<file path="src/eeprom_pkg.sv">
`default_nettype none

// device level view of the 24C16 style part
package eeprom_pkg;

    localparam int ADDR_W = 11;                  // 2 Kbyte array

    // fixed upper nibble of every control byte
    localparam logic [3:0] DEV_TYPE = 4'b1010;

    // which byte the shifter is loaded with
    typedef enum logic [1:0] {
        BYTE_CTRL_WR = 2'd0,                     // control byte, r/w = 0
        BYTE_CTRL_RD = 2'd1,                     // control byte, r/w = 1
        BYTE_ADDR    = 2'd2,                     // low 8 address bits
        BYTE_DATA    = 2'd3
    } byte_sel_e;

endpackage

`default_nettype wire

</file>
<file path="src/twi_pkg.sv">
`default_nettype none

package twi_pkg;

    // commands understood by the bit engine
    typedef enum logic [1:0] {
        CMD_START = 2'd0,                        // also used for repeated start
        CMD_STOP  = 2'd1,
        CMD_WRITE = 2'd2,
        CMD_READ  = 2'd3
    } bit_cmd_e;

    typedef enum logic [3:0] {
        IDLE     = 4'd0,
        START    = 4'd1,
        SEND     = 4'd2,
        GET_ACK  = 4'd3,
        RESTART  = 4'd4,
        RECV     = 4'd5,
        PUT_NACK = 4'd6,
        STOP     = 4'd7,
        FINISH   = 4'd8
    } ctrl_state_e;

    // quarters of one scl period
    typedef enum logic [1:0] {PH0, PH1, PH2, PH3} phase_e;

endpackage

`default_nettype wire

</file>
<file path="src/byte_shifter.sv">
`timescale 1ns/100ps
`default_nettype none

module byte_shifter (
    input  logic       CLK,
    input  logic       RESET,
    input  logic       load,
    input  logic       shift,
    input  logic [7:0] din,
    input  logic       rx_bit,
    output logic       tx_msb,
    output logic       byte_end,
    output logic [7:0] dout
);

    logic [7:0] sreg;
    logic [3:0] bit_cnt;

    // msb first on the wire, received bits enter at the bottom
    always_ff @(posedge CLK)
    begin
        if (load)
        begin
            sreg <= din;
        end
        else if (shift)
        begin
            sreg <= {sreg[6:0], rx_bit};
        end
    end

    always_ff @(posedge CLK)
    begin
        if (RESET)
        begin
            bit_cnt <= 4'd0;
        end
        else if (load)
        begin
            bit_cnt <= 4'd0;
        end
        else if (shift && !byte_end)
        begin
            bit_cnt <= bit_cnt + 4'd1;              // stops at 8
        end
    end

    assign tx_msb   = sreg[7];
    assign byte_end = (bit_cnt == 4'd8);
    assign dout     = sreg;

endmodule

`default_nettype wire

</file>
<file path="src/request_latch.sv">
`timescale 1ns/100ps
`default_nettype none

module request_latch (
    input  logic                          CLK,
    input  logic                          RESET,
    input  logic                          capture,
    input  logic                          is_read,
    input  logic [eeprom_pkg::ADDR_W-1:0] addr,
    input  logic [7:0]                    wdata,
    input  eeprom_pkg::byte_sel_e         sel,
    input  logic                          store,
    input  logic [7:0]                    rx_byte,
    input  logic                          set_err,
    output logic [7:0]                    tx_byte,
    output logic [7:0]                    rd_data,
    output logic                          nack_err
);
    import eeprom_pkg::*;

    logic [ADDR_W-1:0] addr_q;
    logic [7:0]        wdata_q;
    logic [2:0]        block;

    always_ff @(posedge CLK)
    begin
        if (capture)
        begin
            addr_q <= addr;
        end
        if (capture && !is_read)
        begin
            wdata_q <= wdata;                       // a read leaves the last write data alone
        end
    end

    always_ff @(posedge CLK)
    begin
        if (RESET)
        begin
            rd_data  <= 8'h00;
            nack_err <= 1'b0;
        end
        else
        begin
            if (store)
            begin
                rd_data <= rx_byte;
            end
            if (capture)
            begin
                nack_err <= 1'b0;
            end
            else if (set_err)
            begin
                nack_err <= 1'b1;
            end
        end
    end

    assign block = addr_q[ADDR_W-1 -: 3];           // a10..a8 ride in the control byte

    always_comb
    begin
        case (sel)
            BYTE_CTRL_WR: tx_byte = {DEV_TYPE, block, 1'b0};
            BYTE_CTRL_RD: tx_byte = {DEV_TYPE, block, 1'b1};
            BYTE_ADDR:    tx_byte = addr_q[7:0];
            default:      tx_byte = wdata_q;
        endcase
    end

endmodule

`default_nettype wire

</file>
<file path="src/twi_bit_engine.sv">
`timescale 1ns/100ps
`default_nettype none

module twi_bit_engine #(
    parameter int CLK_DIV = 4                       // CLK cycles per quarter bit
) (
    input  logic              CLK,
    input  logic              RESET,
    input  logic              cmd_valid,
    input  twi_pkg::bit_cmd_e cmd,
    input  logic              tx_bit,
    output logic              cmd_done,
    output logic              rx_bit,
    output logic              scl,
    output logic              sda_oe,
    input  logic              sda_in
);
    import twi_pkg::*;

    localparam int DIV_W = (CLK_DIV > 1) ? $clog2(CLK_DIV) : 1;

    logic [DIV_W-1:0] div_cnt;
    phase_e           phase;
    phase_e           ph_next;
    logic             active;
    bit_cmd_e         cmd_q;
    logic             tx_q;
    logic             quarter_end;

    // bus levels {scl, sda_oe} for one quarter of a command
    function automatic logic [1:0] bus_level(
        input bit_cmd_e c,
        input phase_e   ph,
        input logic     b,
        input logic     scl_now
    );
        logic [1:0] lvl;
        case (c)
            CMD_START:
                case (ph)
                    PH0:     lvl = {scl_now, 1'b0}; // release sda, scl stays put
                    PH1:     lvl = 2'b10;
                    PH2:     lvl = 2'b11;           // sda falls with scl high
                    default: lvl = 2'b01;
                endcase
            CMD_STOP:
                case (ph)
                    PH0:     lvl = 2'b01;
                    PH1:     lvl = 2'b11;
                    default: lvl = 2'b10;           // sda rises with scl high
                endcase
            CMD_WRITE:
                lvl = {(ph == PH1) || (ph == PH2), !b};
            default:
                lvl = {(ph == PH1) || (ph == PH2), 1'b0};
        endcase
        return lvl;
    endfunction

    assign quarter_end = active && (div_cnt == DIV_W'(CLK_DIV - 1));
    assign ph_next     = phase_e'(phase + 2'd1);

    always_ff @(posedge CLK)
    begin
        if (RESET)
        begin
            active   <= 1'b0;
            phase    <= PH0;
            div_cnt  <= '0;
            cmd_done <= 1'b0;
            rx_bit   <= 1'b0;
            scl      <= 1'b1;
            sda_oe   <= 1'b0;
        end
        else
        begin
            cmd_done <= 1'b0;
            if (!active)
            begin
                if (cmd_valid)
                begin
                    active  <= 1'b1;
                    phase   <= PH0;
                    div_cnt <= '0;
                    cmd_q   <= cmd;
                    tx_q    <= tx_bit;
                    {scl, sda_oe} <= bus_level(cmd, PH0, tx_bit, scl);
                end
            end
            else if (quarter_end)
            begin
                div_cnt <= '0;
                if (phase == PH1)
                begin
                    rx_bit <= sda_in;               // middle of scl high
                end
                if (phase == PH3)
                begin
                    active   <= 1'b0;
                    cmd_done <= 1'b1;
                end
                else
                begin
                    phase <= ph_next;
                    {scl, sda_oe} <= bus_level(cmd_q, ph_next, tx_q, scl);
                end
            end
            else
            begin
                div_cnt <= div_cnt + 1'b1;
            end
        end
    end

endmodule

`default_nettype wire

</file>
<file path="src/eeprom_ctrl.sv">
`timescale 1ns/100ps
`default_nettype none

module eeprom_ctrl (
    input  logic                  CLK,
    input  logic                  RESET,
    input  logic                  wr,
    input  logic                  rd,
    input  logic                  cmd_done,
    input  logic                  rx_bit,
    input  logic                  tx_msb,
    input  logic                  byte_end,
    output logic                  busy,
    output logic                  done,
    output logic                  cmd_valid,
    output twi_pkg::bit_cmd_e     cmd,
    output logic                  tx_bit,
    output logic                  load,
    output logic                  shift,
    output eeprom_pkg::byte_sel_e sel,
    output logic                  capture,
    output logic                  is_read,
    output logic                  store,
    output logic                  set_err
);
    import twi_pkg::*;
    import eeprom_pkg::*;

    ctrl_state_e state;
    logic        rd_op;                             // transfer is a random read
    logic        shifted;                           // byte_end valid after a shift

    assign capture = (state == IDLE) && (wr || rd);
    assign is_read = rd && !wr;                     // wr wins
    assign shift   = cmd_done && ((state == SEND) || (state == RECV));
    assign tx_bit  = (state == PUT_NACK) ? 1'b1 : tx_msb;

    always_comb
    begin
        case (state)
            START, RESTART: cmd = CMD_START;
            SEND, PUT_NACK: cmd = CMD_WRITE;
            GET_ACK, RECV:  cmd = CMD_READ;
            default:        cmd = CMD_STOP;
        endcase
    end

    always_ff @(posedge CLK)
    begin
        if (RESET)
        begin
            state     <= IDLE;
            busy      <= 1'b0;
            done      <= 1'b0;
            cmd_valid <= 1'b0;
            load      <= 1'b0;
            store     <= 1'b0;
            set_err   <= 1'b0;
            sel       <= BYTE_CTRL_WR;
            rd_op     <= 1'b0;
            shifted   <= 1'b0;
        end
        else
        begin
            cmd_valid <= 1'b0;
            load      <= 1'b0;
            store     <= 1'b0;
            set_err   <= 1'b0;
            done      <= 1'b0;
            shifted   <= shift;
            case (state)
                IDLE:
                    if (capture)
                    begin
                        busy      <= 1'b1;
                        rd_op     <= is_read;
                        cmd_valid <= 1'b1;
                        state     <= START;
                    end
                START, RESTART:
                    if (cmd_done)
                    begin
                        sel   <= (state == START) ? BYTE_CTRL_WR : BYTE_CTRL_RD;
                        load  <= 1'b1;
                        state <= SEND;
                    end
                SEND, RECV:
                    // first bit right after load, next bits once the count settles
                    if (load || (shifted && !byte_end))
                    begin
                        cmd_valid <= 1'b1;
                    end
                    else if (shifted)
                    begin
                        cmd_valid <= 1'b1;
                        if (state == SEND)
                        begin
                            state <= GET_ACK;
                        end
                        else
                        begin
                            store <= 1'b1;
                            state <= PUT_NACK;
                        end
                    end
                GET_ACK:
                    if (cmd_done)
                    begin
                        if (rx_bit)
                        begin
                            set_err   <= 1'b1;  // no ack, abort with a stop
                            cmd_valid <= 1'b1;
                            state     <= STOP;
                        end
                        else
                        begin
                            case (sel)
                                BYTE_CTRL_WR:
                                begin
                                    sel   <= BYTE_ADDR;
                                    load  <= 1'b1;
                                    state <= SEND;
                                end
                                BYTE_ADDR:
                                    if (rd_op)
                                    begin
                                        cmd_valid <= 1'b1;
                                        state     <= RESTART;
                                    end
                                    else
                                    begin
                                        sel   <= BYTE_DATA;
                                        load  <= 1'b1;
                                        state <= SEND;
                                    end
                                BYTE_CTRL_RD:
                                begin
                                    load  <= 1'b1;  // clears the bit count
                                    state <= RECV;
                                end
                                default:
                                begin
                                    cmd_valid <= 1'b1;
                                    state     <= STOP;
                                end
                            endcase
                        end
                    end
                PUT_NACK:
                    if (cmd_done)
                    begin
                        cmd_valid <= 1'b1;
                        state     <= STOP;
                    end
                STOP:
                    if (cmd_done)
                    begin
                        state <= FINISH;
                    end
                FINISH:
                begin
                    busy  <= 1'b0;
                    done  <= 1'b1;
                    state <= IDLE;
                end
                default:
                    state <= IDLE;
            endcase
        end
    end

endmodule

`default_nettype wire

</file>
<file path="src/eeprom_master_top.sv">
`timescale 1ns/100ps
`default_nettype none

module eeprom_master_top #(
    parameter int CLK_DIV = 4
) (
    input  logic                          CLK,
    input  logic                          RESET,
    input  logic                          wr,
    input  logic                          rd,
    input  logic [eeprom_pkg::ADDR_W-1:0] addr,
    input  logic [7:0]                    wdata,
    output logic                          busy,
    output logic                          done,
    output logic                          nack_err,
    output logic [7:0]                    rd_data,
    output logic                          scl,
    output logic                          sda_oe,
    input  logic                          sda_in
);
    import twi_pkg::*;
    import eeprom_pkg::*;

    logic      cmd_valid;
    bit_cmd_e  cmd;
    logic      tx_bit;
    logic      cmd_done;
    logic      rx_bit;
    logic      load;
    logic      shift;
    logic      tx_msb;
    logic      byte_end;
    logic [7:0] shift_byte;
    logic [7:0] tx_byte;
    byte_sel_e sel;
    logic      capture;
    logic      is_read;
    logic      store;
    logic      set_err;

    eeprom_ctrl u_ctrl (
        .CLK       (CLK),
        .RESET     (RESET),
        .wr        (wr),
        .rd        (rd),
        .cmd_done  (cmd_done),
        .rx_bit    (rx_bit),
        .tx_msb    (tx_msb),
        .byte_end  (byte_end),
        .busy      (busy),
        .done      (done),
        .cmd_valid (cmd_valid),
        .cmd       (cmd),
        .tx_bit    (tx_bit),
        .load      (load),
        .shift     (shift),
        .sel       (sel),
        .capture   (capture),
        .is_read   (is_read),
        .store     (store),
        .set_err   (set_err)
    );

    twi_bit_engine #(
        .CLK_DIV (CLK_DIV)
    ) u_bit (
        .CLK       (CLK),
        .RESET     (RESET),
        .cmd_valid (cmd_valid),
        .cmd       (cmd),
        .tx_bit    (tx_bit),
        .cmd_done  (cmd_done),
        .rx_bit    (rx_bit),
        .scl       (scl),
        .sda_oe    (sda_oe),
        .sda_in    (sda_in)
    );

    byte_shifter u_shift (
        .CLK      (CLK),
        .RESET    (RESET),
        .load     (load),
        .shift    (shift),
        .din      (tx_byte),
        .rx_bit   (rx_bit),
        .tx_msb   (tx_msb),
        .byte_end (byte_end),
        .dout     (shift_byte)
    );

    request_latch u_req (
        .CLK      (CLK),
        .RESET    (RESET),
        .capture  (capture),
        .is_read  (is_read),
        .addr     (addr),
        .wdata    (wdata),
        .sel      (sel),
        .store    (store),
        .rx_byte  (shift_byte),
        .set_err  (set_err),
        .tx_byte  (tx_byte),
        .rd_data  (rd_data),
        .nack_err (nack_err)
    );

endmodule

`default_nettype wire

</file>
<file path="config.mk">
export PLATFORM = sky130hd
export DESIGN_NAME = eeprom_master_top
export DESIGN_NICKNAME = d
export VERILOG_FILES = /design/src/eeprom_pkg.sv /design/src/twi_pkg.sv /design/src/byte_shifter.sv /design/src/request_latch.sv /design/src/twi_bit_engine.sv /design/src/eeprom_ctrl.sv /design/src/eeprom_master_top.sv
export SDC_FILE = /design/constraint.sdc
export NUM_CORES = 1
export LEC_CHECK = 0
export ABC_AREA = 1
export BUFFER_PORTS_ARGS = -buffer_cell sky130_fd_sc_hd__buf_2
export CAP_MARGIN = 10
export CORE_MARGIN = 2
export CORE_UTILIZATION = 55
export CTS_BUF_LIST = sky130_fd_sc_hd__clkbuf_16
export DETAILED_ROUTE_END_ITERATION = 8
export PLACE_DENSITY = 0.78
export SLEW_MARGIN = 20
export SYNTH_ARGS = -nofsm -noshare
export SYNTH_HDL_FRONTEND = slang
export SYNTH_SLANG_ARGS = --single-unit
</file>
<file path="constraint.sdc">
create_clock -name CLK -period 1.8 [get_ports CLK]
set_clock_uncertainty 0.2 [all_clocks]
set_input_delay 0.09 -clock CLK [delete_from_list [all_inputs] [get_ports CLK]]
set_output_delay 0.09 -clock CLK [all_outputs]
set_load 0.1 [all_outputs]
</file>
* After elaboration in Yosys (flattened, before gate mapping) *
Index checks and enable logic that the tools add are counted.

storage, ports and cells
  input bits = 24
  register bits after elaboration = 66
  output and inout port bits = 13
  logic and storage cells = 178

operators by class
  equal/unequal tests = 34
  bitwise logic cells = 7
  multiplexer cells = 66
  reduce and logical (&&, ||, !) cells = 43
  add/sub/neg operators = 3

operators by type and width
  cell                number
  $mux 4              8
  $mux 1              29
  $pmux 2 s3          4
  $pmux 4 s6          1
  $pmux 8 s3          1
  $mux 2              10
  $eq 4x3->1 const B  4
  $mux 8              2
  $ne 2x1->1 const B  7
  $reduce_or 2->1     7
  $eq 2x2->1 const B  6
  $pmux 2 s2          3
  $pmux 4 s3          1
  $eq 2x1->1 const B  5
  $reduce_and 3->1    3
  $eq 4x2->1 const B  2
  $eq 4x4->1 const B  2
  $logic_not 2->1     4
  $ne 2x2->1 const B  4
  $pmux 1 s2          4
  $reduce_bool 2->1   4
  $logic_and 1x1->1   7
  $not 1->1           7
  $reduce_and 7->1    1
  15 further kinds    27

* Logic depth before layout (Yosys ltp) *
  depth after elaboration = 7
  gate-level depth with buffers = 10

* Modules after synthesis *
A second synthesis with hierarchy kept.

second synthesis, totals
  cells, all modules = 354
  area total of the unflattened synthesis = 3055.4 um^2

by module, submodules not included
  module          sequential area each (um^2)  instances  area an instance (um^2)  cells an instance
  request_latch   750.7                        1          1032.2                   94
  eeprom_ctrl     280.3                        1          832.0                    117
  twi_bit_engine  270.3                        1          600.6                    74
  byte_shifter    320.3                        1          590.6                    69

* Worst setup path after synthesis *
Ideal clock, no wire load.

  path type = register -> register
  start point = reg u_ctrl.state[0]
  end point = reg u_req.wdata_q[0] (enable)
  stages on the path, launching flop included = 4
  setup time = 0.374 ns
  slack = 0.204 ns
  buffers on the path = 0
  required time = 1.226 ns
  arrival = 1.022 ns
  period minus slack after synthesis = 1.596 ns
  cells stage by stage = dfxtp_1 -> nor2_1 -> nand2_1 -> nor2_1

between the ends
  cells in the longest elaborated chain, start to end = 3

ends and longest elaborated chain
  element                   line                 RTL
  start: declaration        eeprom_ctrl.sv:29    ctrl_state_e state;
  start signal: assignment  eeprom_ctrl.sv:52    state <= IDLE;
  start signal: assignment  eeprom_ctrl.sv:78    state <= START;
  start signal: assignment  eeprom_ctrl.sv:85    state <= SEND;
  $logic_not 4->1           eeprom_ctrl.sv:33    assign capture = (state == IDLE) && (wr || rd);
  $logic_and 1x1->1         eeprom_ctrl.sv:33
  $logic_and 1x1->1         request_latch.sv:31  if (capture && !is_read)
  end signal: assignment    request_latch.sv:33  wdata_q <= wdata;
  end: declaration          request_latch.sv:22  logic [7:0] wdata_q;

No other way between the ends.
A chain may end at the register's enable or synchronous reset.

* Final worst setup path *
  start point = reg u_ctrl.state[0]
  end point = reg u_req.addr_q[8] (enable)

between the ends
  cells in the longest elaborated chain, start to end = 2

ends and longest elaborated chain
  element                 line                     RTL
  $logic_not 4->1         eeprom_ctrl.sv:33
  $logic_and 1x1->1       eeprom_ctrl.sv:33
  named net capture       eeprom_master_top.sv:36  logic capture;
  end signal: assignment  request_latch.sv:29      addr_q <= addr;
  end: declaration        request_latch.sv:21      logic [ADDR_W-1:0] addr_q;

The timed path passes the listed nets, and every way through them passes these cells.

==> impl_metrics.yaml <==
yosys:
  synthXorXnorAreaFrac_pct: 0.929
  synth_top_family_by_area: "simple AND/OR/NAND/NOR gates"
  post_synth_inst_count: 318
  synth_warnings: 0
  synth_compound_area_share_pct: 11.2
  synth-simple-area-share_pct: 22.9
  synthAdderAreaFrac_pct: 2.65
  synthTopCellsByArea: "edfxtp_1 (32%), dfxtp_1 (25%), nand2_1 (9.0%)"
  muxShareOfSynthArea_pct: 0
  yosysUniqueCellTypes: 28
  yosysTopAreaCellShare_pct: 31.9
  synth_area_sq_um: 2830
  syn_avg_cell_area_sq_um: 8.89
  synth_top_cell_by_area: "edfxtp_1"
  seq_area_frac_synth_pct: 57.3
  ys_ff_latch: 66
  syn_nets: 348
timing:
  final_hold_viol_count: 0
  setup_violations: 0
  fin_crit_ns: 1.66
  slew_viol_final: 0
  rsz0062_at_grt: "false"
  fmax_mhz: 604
  relSlewSlack_pct: 67.6
  tightest_slew_ns: 0.490
  tns_ns: 0
  fin_crit_sh_pct: 92.0
worst_setup_path:
  critPathKind: "reg -> reg"
  critPathMaxFanout: 9
  max_stage_delay_ns: 0.36
  cp_cell_sequence: "nor2_1 -> nand2_1 -> inv_1 -> nand2_1 -> clkinvlp_4 -> buf_4"
  critPathLaunch: "u_ctrl.state[0]"
  path_common_cell: "nand2_1"
  crit_path_top_delay_cell: "dfxtp_1"
  worst-endpoint-required_ns: 1.64
  cp-end-kind: "register"
  r2r-start: "u_ctrl.state[0]"
  critPathArrivalTime_ns: 1.50
  critPathLaunchType: "register"
floorplanning:
  rows: 26
  core_sq_um: 5040
  die_w_um: 75.7
  dieHeight_um: 75.7
  initial_core_util_pct: 56.1
  io_pins: 37
  die_area_sq_um: 5730
grt:
  grt_usage_pct: 26.6
  grt_pass1_vias: 2361
  grt_max_degree: 21
  grt-ovfl-total: 0
  antenna_found_initial: 0
  grt_pass1_wl_um: 10800
clocking:
  cts_tree: "yes"
  cts_made_buffers: 9
  clock-sinks: 66
  cts.path.max_buffers: 2
  clk_latency_ns: 0.33
  clock-root-buffer: "clkbuf_16"
  htree_levels: 3
  path_clk_slew_ns: 0.06
detailed_routing:
  via_per_inst: 5.22
  vias: 2426
  drt_iter0_drc: 138
  dr.pass1.iters: 5
  wl_per_cell_um: 14.3
  wirelength_um: 6650
  ant_nets: 0
  drc: 0
cells_and_area:
  layout-drive-gt1-share_pct: 20.0
  num-fill-cells: 362
  syn_to_final_growth_pct: 31.3
  fin_nets: 420
  diodes: 0
  finalNonFillerCells: 465
min_path:
  hp-class: "in -> reg"
  hold_start: "rd"
place:
  dp_cells: 426
  hpwl_um: 3950
  place_congestion: 0.913
  io_buffers: 36
pwr:
  peakVddDrop_uv: 1370
  p_per_area_nw_per_um2: 1360
  power_leakage_nw: 1.67
flow_run:
  maxCapViolations: 0
run_status:
  outcome: "finished clean"
stage by stage:
stage          area (sq um)  hold WS, ns  util (%)  power (mW)  setup slack [ns]
2_1_floorplan          2830      -0.0321         -        2.69             0.204
3_3_place_gp           3130       0.0661      62.1        2.94             0.151
3_5_place_dp           3130       0.0681      62.1        2.96             0.114
4_1_cts                3680      0.00435      73.0        4.98            0.0988
5_1_grt                3710        0.102      73.6        5.29           0.00803
6_report               3710       0.0616      73.6        5.07             0.144
power by group:
part	switching [mW]	total, mW	internal (mW)
Combinational	0.740	1.11	0.372
Clock	0.654	2.00	1.35
Sequential	0.119	1.95	1.83
final cells by class:
class	instances	area, sq um	area share (%)
clock inverter	7	116	3.13
tap	70	87.6	2.36
clock buffer	9	225	6.06
inverter	32	125	3.37
multi-input combinational	215	1080	29.0
timing repair buffer	66	458	12.3
sequential	66	1620	43.7
synth_stat cells, drive strengths merged:
master,count
nor2,55
nand3b,2
nand4,1
ha,6
nand2,71
or2,1
o22ai,1
nor3,6
xor2,2
a31oi,2
o21ai,19
inv,31
a21oi,23
o221ai,2
nand3,15
xnor2,1
o211a,1
o211ai,2
clkbuf,5
o21bai,1
clkinv,1
dfxtp,36
edfxtp,30
o221a,1
a221oi,3
critical path: cells and delay by family, from the launching register on:
kind,cells,cell delay (ns)
buffers and inverters,3,0.37
DFF,1,0.36
and+or+nand+nor,3,0.44
registers in the layout, summed over array words and instances (netlist names), 2 cells and up:
signal and flops:
u_req.rd_data 8, u_req.wdata_q 8, u_req.addr_q 11, u_shift.bit_cnt 4
u_bit.div_cnt 2, u_ctrl.state 4, u_bit.cmd_q 2, u_bit.phase 2
u_shift.dout 8, u_ctrl.sel 2
metal layers:
metal  share of wire [%]  up-vias  track usage (%)
met4                 2.8        0             14.8
met5                   0        -                0
li1                    -     1207                -
met2                  51      103             44.3
met3                 6.1       19             8.33
met1                  40     1097             30.4
path summary, 6_finish.rpt:
kind	to	slack (ns)	cells past startpoint
setup / recovery	u_req.addr_q[8]	0.14	6
hold / removal	u_ctrl.busy	0.06	4
setup reg to reg	u_req.addr_q[8]	0.14	6
hold reg to reg	u_bit.div_cnt[1]	0.27	2
timing repair:
| item | in CTS | in global routing |
|---|---|---|
| setup endpoints to repair | 0 | 27 |
| setup buffers | 0 | 2 |
| hold buffers | 21 | 0 |
| hold endpoints to repair | 31 | 0 |
| resized for setup | 0 | 6 |
cell families (layout without fill, tap and decap cells):
group,count (synthesis),count (layout)
buffers and inverters,37,114
AO/OA/AOI/OAI,55,55
AND/OR/NAND/NOR,151,151
adder cells (fa/ha/maj),6,6
XOR/XNOR,3,3
flip-flops,66,66
placed cells by master, fill, tap and decap left out, types with 6 or more instances in the layout:
| cell | instances |
|---|---|
| buf_4 | 9 |
| clkbuf_16 | 9 |
| nand2_1 | 67 |
| dlygate4sd3_1 | 21 |
| buf_2 | 36 |
| o21ai_0 | 19 |
| ha_1 | 6 |
| a21oi_1 | 23 |
| edfxtp_1 | 30 |
| nor2_1 | 49 |
| nand3_1 | 15 |
| nor3_1 | 6 |
| inv_1 | 28 |
| dfxtp_1 | 35 |
No activity file was read; power rests on OpenSTA's default activity.
